==> src/hdl/fetch_pkg.sv <==
// ========================================
// Shared types and constants of the fetch front end
// Every fetch block refers to these by scoped name, so compile
// this package before any of the modules
// ========================================
`default_nettype none

package fetch_pkg;

	// ========================================
	// Widths that carry a meaning
	// ========================================

	// Instruction byte address
	typedef logic [31:0] addr_t;

	// One instruction word
	typedef logic [31:0] instr_t;

	// Four instructions per line, slot 0 sits in the low word
	typedef logic [127:0] line_t;

	// Branch path number, bumped on every redirect
	typedef logic [4:0] bno_t;

	// Micro-op index within a micro-code sequence
	typedef logic [2:0] uop_t;

	// ========================================
	// Constants
	// ========================================

	// Word placed in every slot of a suppressed line
	localparam instr_t OP_NOP = 32'h0000_0013;
	localparam line_t NOP_LINE = {4{OP_NOP}};

	// Byte stride from one line to the next
	localparam int unsigned LINE_BYTES = 16;

	// One address per slot, pc0 in the low bits like the line
	typedef struct packed {
		addr_t pc3;
		addr_t pc2;
		addr_t pc1;
		addr_t pc0;
	} slot_pcs_t;

	// Registered output of the fetch stage, 265 bits
	typedef struct packed {
		slot_pcs_t pcs;
		line_t line;
		bno_t bno;
		uop_t uop_num;
		logic mc_active;
	} fetch_bundle_t;

endpackage

`default_nettype wire
==> src/hdl/fetch_top.sv <==
// ========================================
// Fetch front end top level
// Connects the PC generator, line cache and fetch stage, and
// hands its parameters down to them
// ========================================
`timescale 1ns/100ps
`default_nettype none

module fetch_top #(
	parameter fetch_pkg::addr_t RST_PC = 32'h0000_1000,
	parameter int unsigned LINES = 8,
	parameter int unsigned WARMUP = 4
) (
	input  logic                      clk,
	input  logic                      rst,
	input  logic                      en_i,
	input  logic                      stall_i,
	input  logic                      redirect_i,
	input  logic                      mc_active_i,
	input  logic                      nmi_i,
	input  logic                      stomp_i,
	input  logic                      fill_i,
	input  fetch_pkg::addr_t          redirect_pc_i,
	input  fetch_pkg::addr_t          mc_adr_i,
	input  fetch_pkg::addr_t          fill_adr_i,
	input  fetch_pkg::bno_t           stomp_bno_i,
	input  fetch_pkg::uop_t           uop_num_i,
	input  fetch_pkg::line_t          fill_line_i,
	output fetch_pkg::fetch_bundle_t  bundle_o
);

	fetch_pkg::addr_t fetch_adr;
	fetch_pkg::slot_pcs_t slot_pcs;
	fetch_pkg::bno_t bno;
	fetch_pkg::line_t line;
	logic hit;
	logic advance;

	// Address generation, steps when the stage accepts a real line
	fetch_pc_gen #(
		.RST_PC(RST_PC)
	) u_pc_gen (
		.clk(clk),
		.rst(rst),
		.advance_i(advance),
		.redirect_i(redirect_i),
		.mc_active_i(mc_active_i),
		.redirect_pc_i(redirect_pc_i),
		.mc_adr_i(mc_adr_i),
		.fetch_adr_o(fetch_adr),
		.slot_pcs_o(slot_pcs),
		.bno_o(bno)
	);

	// Line lookup on the same address in the same cycle
	fetch_line_cache #(
		.LINES(LINES)
	) u_cache (
		.clk(clk),
		.rst(rst),
		.rd_adr_i(fetch_adr),
		.line_o(line),
		.hit_o(hit),
		.fill_i(fill_i),
		.fill_adr_i(fill_adr_i),
		.fill_line_i(fill_line_i)
	);

	fetch_stage #(
		.RST_PC(RST_PC),
		.WARMUP(WARMUP)
	) u_stage (
		.clk(clk),
		.rst(rst),
		.en_i(en_i),
		.stall_i(stall_i),
		.hit_i(hit),
		.nmi_i(nmi_i),
		.stomp_i(stomp_i),
		.mc_active_i(mc_active_i),
		.stomp_bno_i(stomp_bno_i),
		.bno_i(bno),
		.slot_pcs_i(slot_pcs),
		.line_i(line),
		.uop_num_i(uop_num_i),
		.advance_o(advance),
		.bundle_o(bundle_o)
	);

endmodule

`default_nettype wire

==> src/hdl/fetch_stage.sv <==
// ========================================
// Fetch pipeline register
// Merges the slot addresses with the cache line into one bundle
// and swaps in a no-op line on a miss, during warm-up, on an NMI
// or when the line belongs to a stomped branch path
// ========================================
`timescale 1ns/100ps
`default_nettype none

module fetch_stage #(
	parameter fetch_pkg::addr_t RST_PC = 32'h0000_1000,
	parameter int unsigned WARMUP = 4
) (
	input  logic                      clk,
	input  logic                      rst,
	input  logic                      en_i,
	input  logic                      stall_i,
	input  logic                      hit_i,
	input  logic                      nmi_i,
	input  logic                      stomp_i,
	input  logic                      mc_active_i,
	input  fetch_pkg::bno_t           stomp_bno_i,
	input  fetch_pkg::bno_t           bno_i,
	input  fetch_pkg::slot_pcs_t      slot_pcs_i,
	input  fetch_pkg::line_t          line_i,
	input  fetch_pkg::uop_t           uop_num_i,
	output logic                      advance_o,
	output fetch_pkg::fetch_bundle_t  bundle_o
);

	// One spare count so the width stays valid even with no warm-up
	localparam int unsigned CNT_W = $clog2(WARMUP + 2);

	// Slot addresses the bundle holds straight out of reset
	localparam fetch_pkg::slot_pcs_t RST_PCS = '{
		pc3: RST_PC + 32'd12,
		pc2: RST_PC + 32'd8,
		pc1: RST_PC + 32'd4,
		pc0: RST_PC
	};

	logic [CNT_W-1:0] warm_cnt_q;
	logic warm;
	logic step;
	logic stomped;
	logic take_line;
	fetch_pkg::fetch_bundle_t bundle_q;

	// ========================================
	// Warm-up counter
	// ========================================

	// Counts clock cycles after reset and parks at WARMUP
	always_ff @(posedge clk) begin
		if (rst) begin
			warm_cnt_q <= '0;
		end else if (warm) begin
			warm_cnt_q <= warm_cnt_q + 1'b1;
		end
	end

	// ========================================
	// Capture decision
	// ========================================

	always_comb begin
		warm = warm_cnt_q < CNT_W'(WARMUP);
		step = en_i && !stall_i;
		// A stomp only kills lines fetched on a different branch path
		stomped = stomp_i && (stomp_bno_i != bno_i);
		take_line = !warm && hit_i && !nmi_i && !stomped;
		advance_o = step && take_line;
	end

	// ========================================
	// Bundle register
	// ========================================

	// Everything holds while stalled, the line is replaced by no-ops
	// whenever it cannot be used
	always_ff @(posedge clk) begin
		if (rst) begin
			bundle_q.pcs <= RST_PCS;
			bundle_q.line <= fetch_pkg::NOP_LINE;
			bundle_q.bno <= 5'd1;
			bundle_q.uop_num <= '0;
			bundle_q.mc_active <= 1'b0;
		end else if (step) begin
			bundle_q.pcs <= slot_pcs_i;
			bundle_q.line <= take_line ? line_i : fetch_pkg::NOP_LINE;
			bundle_q.bno <= bno_i;
			bundle_q.uop_num <= uop_num_i;
			bundle_q.mc_active <= mc_active_i;
		end
	end

	assign bundle_o = bundle_q;

endmodule

`default_nettype wire

==> src/hdl/fetch_line_cache.sv <==
// ========================================
// Direct-mapped instruction line store
// Read is combinational on rd_adr_i; lines are written through
// the fill port and show up the cycle after the fill edge
// ========================================
`timescale 1ns/100ps
`default_nettype none

module fetch_line_cache #(
	parameter int unsigned LINES = 8
) (
	input  logic              clk,
	input  logic              rst,
	input  fetch_pkg::addr_t  rd_adr_i,
	output fetch_pkg::line_t  line_o,
	output logic              hit_o,
	input  logic              fill_i,
	input  fetch_pkg::addr_t  fill_adr_i,
	input  fetch_pkg::line_t  fill_line_i
);

	// Address split: byte offset, entry index, then the tag above it
	localparam int unsigned OFS_W = $clog2(fetch_pkg::LINE_BYTES);
	localparam int unsigned IDX_W = $clog2(LINES);
	localparam int unsigned TAG_W = 32 - OFS_W - IDX_W;

	typedef logic [IDX_W-1:0] idx_t;
	typedef logic [TAG_W-1:0] tag_t;

	logic [LINES-1:0] valid_q;
	tag_t tag_q [LINES];
	fetch_pkg::line_t line_q [LINES];

	idx_t rd_idx;
	tag_t rd_tag;
	idx_t fill_idx;
	tag_t fill_tag;

	// ========================================
	// Address decode
	// ========================================

	always_comb begin
		rd_idx = rd_adr_i[OFS_W +: IDX_W];
		rd_tag = rd_adr_i[31 -: TAG_W];
		fill_idx = fill_adr_i[OFS_W +: IDX_W];
		fill_tag = fill_adr_i[31 -: TAG_W];
	end

	// ========================================
	// Storage
	// ========================================

	// Every entry misses after reset until it is filled
	always_ff @(posedge clk) begin
		if (rst) begin
			valid_q <= '0;
		end else if (fill_i) begin
			valid_q[fill_idx] <= 1'b1;
		end
	end

	// Tag and data arrays are written together on a fill
	always_ff @(posedge clk) begin
		if (fill_i) begin
			tag_q[fill_idx] <= fill_tag;
			line_q[fill_idx] <= fill_line_i;
		end
	end

	// ========================================
	// Lookup
	// ========================================

	// The line is driven out whether or not it hits; the fetch stage
	// decides what to do with a miss
	always_comb begin
		line_o = line_q[rd_idx];
		hit_o = valid_q[rd_idx] && (tag_q[rd_idx] == rd_tag);
	end

endmodule

`default_nettype wire

==> src/hdl/fetch_pc_gen.sv <==
// ========================================
// Fetch address generator
// Holds the line PC and the branch path number, and forms the
// address sent to the line cache plus the four slot addresses
// ========================================
`timescale 1ns/100ps
`default_nettype none

module fetch_pc_gen #(
	parameter fetch_pkg::addr_t RST_PC = 32'h0000_1000
) (
	input  logic                  clk,
	input  logic                  rst,
	input  logic                  advance_i,
	input  logic                  redirect_i,
	input  logic                  mc_active_i,
	input  fetch_pkg::addr_t      redirect_pc_i,
	input  fetch_pkg::addr_t      mc_adr_i,
	output fetch_pkg::addr_t      fetch_adr_o,
	output fetch_pkg::slot_pcs_t  slot_pcs_o,
	output fetch_pkg::bno_t       bno_o
);

	// Mask that clears the byte offset within a line
	localparam fetch_pkg::addr_t LINE_MASK = ~fetch_pkg::addr_t'(fetch_pkg::LINE_BYTES - 1);

	fetch_pkg::addr_t pc_q;
	fetch_pkg::bno_t bno_q;
	fetch_pkg::addr_t adr;

	// ========================================
	// Line PC and branch number
	// ========================================

	// A redirect wins over a sequential step and is taken even when the
	// pipeline is stalled, since advance is already gated by the stall
	always_ff @(posedge clk) begin
		if (rst) begin
			pc_q <= RST_PC;
			bno_q <= 5'd1;
		end else if (redirect_i) begin
			pc_q <= redirect_pc_i & LINE_MASK;
			bno_q <= bno_q + 5'd1;
		end else if (advance_i && !mc_active_i) begin
			// While micro-code owns the address the line PC keeps its place
			pc_q <= pc_q + fetch_pkg::addr_t'(fetch_pkg::LINE_BYTES);
		end
	end

	// ========================================
	// Address select and slot addresses
	// ========================================

	// Micro-code takes over the fetch address outright
	always_comb begin
		adr = mc_active_i ? mc_adr_i : pc_q;
	end

	// In micro-code mode all slots point at the same micro-code address,
	// otherwise they step one word apart through the line
	always_comb begin
		slot_pcs_o.pc0 = adr;
		slot_pcs_o.pc1 = mc_active_i ? adr : adr + 32'd4;
		slot_pcs_o.pc2 = mc_active_i ? adr : adr + 32'd8;
		slot_pcs_o.pc3 = mc_active_i ? adr : adr + 32'd12;
	end

	assign fetch_adr_o = adr;
	assign bno_o = bno_q;

endmodule

`default_nettype wire

==> config.mk <==
export PLATFORM = sky130hd
export DESIGN_NAME = fetch_top
export DESIGN_NICKNAME = d
export VERILOG_FILES = /design/src/hdl/fetch_pkg.sv /design/src/hdl/fetch_top.sv /design/src/hdl/fetch_stage.sv /design/src/hdl/fetch_line_cache.sv /design/src/hdl/fetch_pc_gen.sv
export SDC_FILE = /design/constraint.sdc
export NUM_CORES = 2
export LEC_CHECK = 0
export BUFFER_PORTS_ARGS = -buffer_cell sky130_fd_sc_hd__buf_2
export CAP_MARGIN = 20
export CORE_ASPECT_RATIO = 2
export CORE_UTILIZATION = 30
export CTS_CLUSTER_SIZE = 25
export DETAILED_ROUTE_END_ITERATION = 8
export PLACE_DENSITY = 0.51
export SETUP_SLACK_MARGIN = 0.05
export SYNTH_ARGS = -nofsm -noshare
export SYNTH_HDL_FRONTEND = slang
export SYNTH_SLANG_ARGS = --single-unit
==> constraint.sdc <==
create_clock -name clk -period 13.1 [get_ports clk]
set_input_delay 0 -clock clk [delete_from_list [all_inputs] [get_ports clk]]
set_output_delay 0 -clock clk [all_outputs]
set_load 0.03 [all_outputs]
* Word-level counts from Yosys, hierarchy flattened
Memories as Yosys holds them, arrays and structs flattened.
Index checks and enable logic that the tools add are counted.
** Operators by class
- Add/sub/neg operators :: 6
- $lt $le $gt $ge :: 4
- Equal/unequal tests :: 2
- Multiplexer cells :: 13
- Bitwise gates (word level) :: 1
- Reductions and logical operators :: 16
** Operator list (count)
- 32-bit two-way mux :: 6
- 128-bit two-way mux :: 1
- 32-bit by 4-bit adder with 32-bit output (second input constant) :: 2
- 32-bit by 3-bit adder with 32-bit output (second input constant) :: 1
- 32-bit by 5-bit adder with 32-bit output (second input constant) :: 1
- 25-bit == test :: 1
- 1-bit logical AND :: 9
- 3-bit by 4-bit < comparator with 1-bit output (second input constant) :: 2
- 8-bit OR :: 1
- 5-bit by 1-bit adder with 5-bit output (second input constant) :: 1
- 1-bit logical NOT :: 5
- 5-bit inequality test :: 1
- 1-bit two-way mux :: 4
- 3-bit by 1-bit adder with 3-bit output (second input constant) :: 1
- 1-bit binary-select mux with 3-bit select :: 1
- 1-bit demux with 3-bit select :: 1
- 3-bit by 1-bit >= comparator with 1-bit output (second input constant) :: 1
- 3-bit < comparator (second input constant) :: 1
- 2-bit nonzero test :: 1
- 2-bit OR reduction :: 1
** Word-level totals
- Register bits after elaboration :: 313
- RAM bits :: 1224
- Input port bits :: 241
- Output and inout bits :: 265
- Logic and storage cells :: 57
- Memories kept :: 2
** Memories
- u_cache.line_q :: depth 8, bits a word 128, read ports 1, clocked after Yosys merged registers in 0, write ports 1, RTL line fetch_line_cache.sv:32 : fetch_pkg::line_t line_q [LINES];
- u_cache.tag_q :: depth 8, bits a word 25, read ports 1, clocked after Yosys merged registers in 0, write ports 1, RTL line fetch_line_cache.sv:31 : tag_t tag_q [LINES];

* Longest topological paths before layout
- Depth in word-level cells :: 11
- Mapped depth :: 18
- Gate-level depth less buffers :: 10

* Modules after synthesis
A second synthesis with hierarchy kept.
** Second synthesis, totals
- Cell total of the unflattened synthesis :: 3224
- Area total of the unflattened synthesis :: 58817.7 um^2
** Modules (own cells, without submodules)
- fetch_line_cache :: times used 1, cells an instance 1914, area each 46547.1 um^2, sequential area each 36915.4 um^2
- fetch_stage :: times used 1, cells an instance 904, area each 8750.9 um^2, sequential area each 5365.1 um^2
- fetch_pc_gen :: times used 1, cells an instance 406, area each 3519.6 um^2, sequential area each 660.6 um^2

* Worst setup path before layout
Ideal clock, no wire load.
- Kind :: input to register
- Start :: input port fill_adr_i[6]
- End :: memory u_cache.line_q[0][0] (netlist name) (enable)
- Library setup time :: 0.857 ns
- Arrival time :: 10.591 ns
- Data required time :: 12.243 ns
- Setup slack :: 1.652 ns
- Stages on the path :: 1
- Buffers on the path :: 0
- Cells stage by stage :: nor3_1
** RTL lines
- from (decl) :: RTL line fetch_top.sv:25 : input fetch_pkg::addr_t fill_adr_i,
- to (decl) :: RTL line fetch_line_cache.sv:32
No word-level cell before the write port.

* Final worst setup path
- Start :: register u_pc_gen.pc_q[4]
- End :: register u_pc_gen.pc_q[13]
** Between the ends
- Longest elaborated chain between the ends :: 10
- Elaborated cells on any way between the ends :: 15
- Those cells by class :: 1 x add/sub; 1 x eq/ne; 5 x mux; 7 x reduce/logical; 1 x memory
** Ends and longest elaborated chain
- from (decl) :: RTL line fetch_pc_gen.sv:27 : fetch_pkg::addr_t pc_q;
- from (signal assigned) :: RTL line fetch_pc_gen.sv:42 : pc_q <= redirect_pc_i & LINE_MASK;
- from (signal assigned) :: RTL line fetch_pc_gen.sv:46 : pc_q <= pc_q + fetch_pkg::addr_t'(fetch_pkg::LINE_BYTES);
- 32-bit two-way mux :: RTL line fetch_pc_gen.sv:56 : adr = mc_active_i ? mc_adr_i : pc_q;
- memory 8 x 25 bit or 1-bit binary-select mux with 3-bit select (tied branches)
- 25-bit == test or 1-bit two-way mux (tied branches) :: RTL line fetch_line_cache.sv:79 : hit_o = valid_q[rd_idx] && (tag_q[rd_idx] == rd_tag);
- 1-bit logical AND :: RTL line fetch_line_cache.sv:79
- 1-bit logical AND (3 in series) :: RTL line fetch_stage.sv:71 : take_line = !warm && hit_i && !nmi_i && !stomped;
- 1-bit logical AND :: RTL line fetch_stage.sv:72 : advance_o = step && take_line;
- 1-bit logical AND :: RTL line fetch_pc_gen.sv:44 : end else if (advance_i && !mc_active_i) begin
- 2-bit nonzero test (no source line)
Parallel ways exist; a longest one is shown, timed or not. The select of a mux whose other input is x is not followed.
A chain may end at the register's enable or synchronous reset.

==> impl_metrics.py <==
metrics = {
    "cts": {
        "postCtsSetupBuffers": 0,
        "cts_max_path_buffers": 4,
        "clkTransAtPathRegs_ns": 0.07,
        "clk_latency_ns": 0.81,
        "tritoncts": "yes",
        "ctsHtreeMaxLevel": 4,
        "cts_sinks": 1519,
        "cts_buffers": 149,
        "cts-root-buf": "clkbuf_16",
    },
    "yosys": {
        "synth_area_per_cell_um2": 16.3,
        "synth_nets": 3808,
        "synthXorXnorAreaFrac_pct": 0.332,
        "syn_area_mm2": 0.0581,
        "synth-compound-area-share_pct": 6.16,
        "synth_flop_cell": "edfxtp_1",
        "netlist.area_leader.share_pct": 63.3,
        "synth-async-reset-ratio_pct": 0,
        "synth_top_area_cell": "edfxtp_1",
        "ys.warnings.count": 0,
        "synth-simple-area-share_pct": 7.09,
        "synth_top_family_by_area": "multiplexers",
        "syn_inst": 3564,
        "synth_fa_ha_area_share_pct": 0.0646,
        "synth_edf_count": 1224,
        "synth-seq-cells": 1519,
        "ys_seq_area_share_pct": 73.5,
        "synth_cell_types": 76,
        "synthMuxAreaShare_pct": 11.0,
        "yosys-top-cells-area": "edfxtp_1 63%, dfxtp_1 10%, mux4_2 10%",
    },
    "hold_path": {
        "holdPathStages": 2,
        "worstHoldStart": "fill_line_i[106]",
        "hp-class": "in2reg",
        "whs_endpoint": "u_cache.line_q[2][106]",
    },
    "placed_design": {
        "portBuffers": 497,
        "post-place-ws_ns": 6.94,
        "gp_congestion": 0.852,
        "hpwlAfterDp_um": 98000,
        "placedCellCount": 6438,
    },
    "sta": {
        "setup-tns-final_ns": 0,
        "max-slew-margin-rel_pct": 30.1,
        "fmax_mhz": 159,
        "grt_setup_unrepaired": "no",
        "period_share_pct": 47.9,
        "drv_slew": 0,
        "setup_viol": 0,
        "hold_violations": 0,
        "setup_ws_ns": 6.82,
        "finClkSkew_ns": 0.0738,
        "tightest_slew_ns": 1.02,
        "fin_crit_ns": 6.28,
    },
    "detailed_routing": {
        "ant_nets": 0,
        "drt-total-wl_um": 167000,
        "wire_per_inst_um": 23.6,
        "drtIter0Drc": 1920,
        "drc": 0,
        "via_count": 34700,
        "vias_per_cell": 4.91,
        "dr.pass1.iters": 7,
    },
    "global_route": {
        "antenna_found_initial": 11,
        "grt_pass1_wl_um": 244000,
        "grt_max_degree": 97,
        "grt_overflow_total": 0,
        "grtUsageTotal_pct": 16.8,
        "grt_pass1_vias": 36600,
    },
    "floorplanning": {
        "rows": 228,
        "dieHeight_um": 624,
        "start_util_pct": 30.2,
        "coreArea_mm2": 0.193,
        "fp.dieArea_mm2": 0.195,
        "ios": 506,
        "chipWidth_um": 313,
    },
    "critical_path": {
        "r2r-end": "u_pc_gen.pc_q[13]",
        "critPathArrivalTime_ns": 7.01,
        "cp-end-kind": "flip-flop",
        "startpoint_type": "flip-flop",
        "r2r_slack_ns": 6.82,
        "critPathRequiredTime_ns": 13.83,
        "worst_r2r_path_depth": 12,
        "critPathKind": "reg2reg",
        "r2r-start": "u_pc_gen.pc_q[4]",
        "crit_fanout": 39,
    },
    "power": {
        "p_per_area_mw_per_mm2": 149,
        "ir_drop_mv": 0.118,
        "power_leakage_uw": 0.0250,
    },
    "finish": {
        "instances_no_fill": 7057,
        "drive_gt1_share_pct": 24.3,
        "final_util_pct": 37.3,
        "nNetsFinal": 4651,
        "layout_common_cells": "1,224 x edfxtp_1, 512 x nand2_1, 495 x buf_2, 347 x dlygate4sd3_1, 295 x dfxtp_1",
        "layout_commonest_cell": "edfxtp_1",
        "area_growth_pct": 23.7,
    },
    "job": {
        "drv_cap": 0,
    },
    "status": {
        "status": "finished, final reports clean",
    },
}
## kinds of logic (layout without fill, tap and decap cells)
kind of cell	count (synthesis)	count (layout)
flops	1519	1519
other cells	0	9
xor+xnor	22	22
mux	312	312
compound gates	502	502
fa+ha+maj	3	3
buf+inv	252	1206
simple gates	954	954
## flip-flops by register name (all words and copies together) (netlist names)
register,count
u_cache.line_q,1024
u_cache.tag_q,200
u_cache.valid_q,8
u_pc_gen.bno_o,5
u_pc_gen.pc_q,28
u_stage.bundle_o,251
u_stage.warm_cnt_q,3
## cells in the mapped netlist, drive strengths merged (26+ instances only)
library cell,count
a21oi,79
a22oi,136
buf,102
clkbuf,131
dfxtp,295
edfxtp,1224
mux2i,45
mux4,259
nand2,512
nand3,60
nand4,26
nor2,228
o21a,110
o21ai,33
## power by group
part	internal (uW)	leakage (uW)	switching, uW
Sequential	5370	0.0135	52.1
Combinational	380	0.00908	572
Clock	2440	0.00236	1870
Total	8190	0.0250	2490
## area by class of cell
class	instances	area [um^2]
fill	18400	121000
sequential	1519	42700
multi-input combinational	1793	14500
timing repair buffer	925	6610
clock buffer	196	4140
tap	2530	3170
clock inverter	66	676
inverter	19	71.3
antenna	9	22.5
## worst max-delay path by stage
stage / cells after the start / start / slack [ns] / to
final: 12 / u_pc_gen.pc_q[4] / 6.82 / u_pc_gen.pc_q[13]
after global routing: 13 / u_pc_gen.pc_q[4] / 6.65 / u_pc_gen.pc_q[28]
after CTS: 12 / u_pc_gen.pc_q[4] / 6.71 / u_pc_gen.pc_q[13]
after detailed placement: 13 / u_pc_gen.pc_q[4] / 6.94 / u_stage.bundle_o[115]
after global placement: 13 / u_pc_gen.pc_q[4] / 7.00 / u_stage.bundle_o[108]
after floorplan: 1 / fill_adr_i[6] / 1.65 / u_cache.line_q[0][0]
## repair_timing
| action | in CTS | in global routing |
|---|---|---|
| hold buffers | 348 | 0 |
| hold endpoints to repair | 1422 | 0 |
| gates resized for setup | 0 | 0 |
## worst max-delay path, cell delays in order (launching register included)
cell and delay (ns):
dfxtp_1 0.34, buf_4 0.37, mux2_8 0.58, buf_4 0.71
nand3_1 0.14, a31oi_1 0.44, xnor2_1 0.15, nor4b_1 0.86
nand4_1 0.43, or4_4 0.77, or4_1 0.52, a311oi_1 0.25
dlygate4sd3_1 0.57
## metrics by stage
stage | total power [uW] | hold slack [ns] | cell area, um^2
finish | 10700 | 0.0437 | 71800
global route | 11000 | 0.0196 | 71800
CTS | 10800 | 0.000580 | 71800
detailed placement | 6420 | 0.249 | 63500
global placement | 6400 | 0.242 | 63500
floorplan | 6080 | 0.0989 | 58100
## per-layer routing
| layer | vias to the layer above | global-route usage (%) | share of wire (%) |
|---|---|---|---|
| met3 | 241 | 2.72 | 4.7 |
| met4 | 2 | 5.61 | 3.0 |
| met5 | - | 0 | 0.0078 |
| met1 | 17900 | 19.4 | 39 |
| met2 | 1007 | 31.3 | 53 |
| li1 | 15500 | - | - |
(Power assumes the default switching activity.)
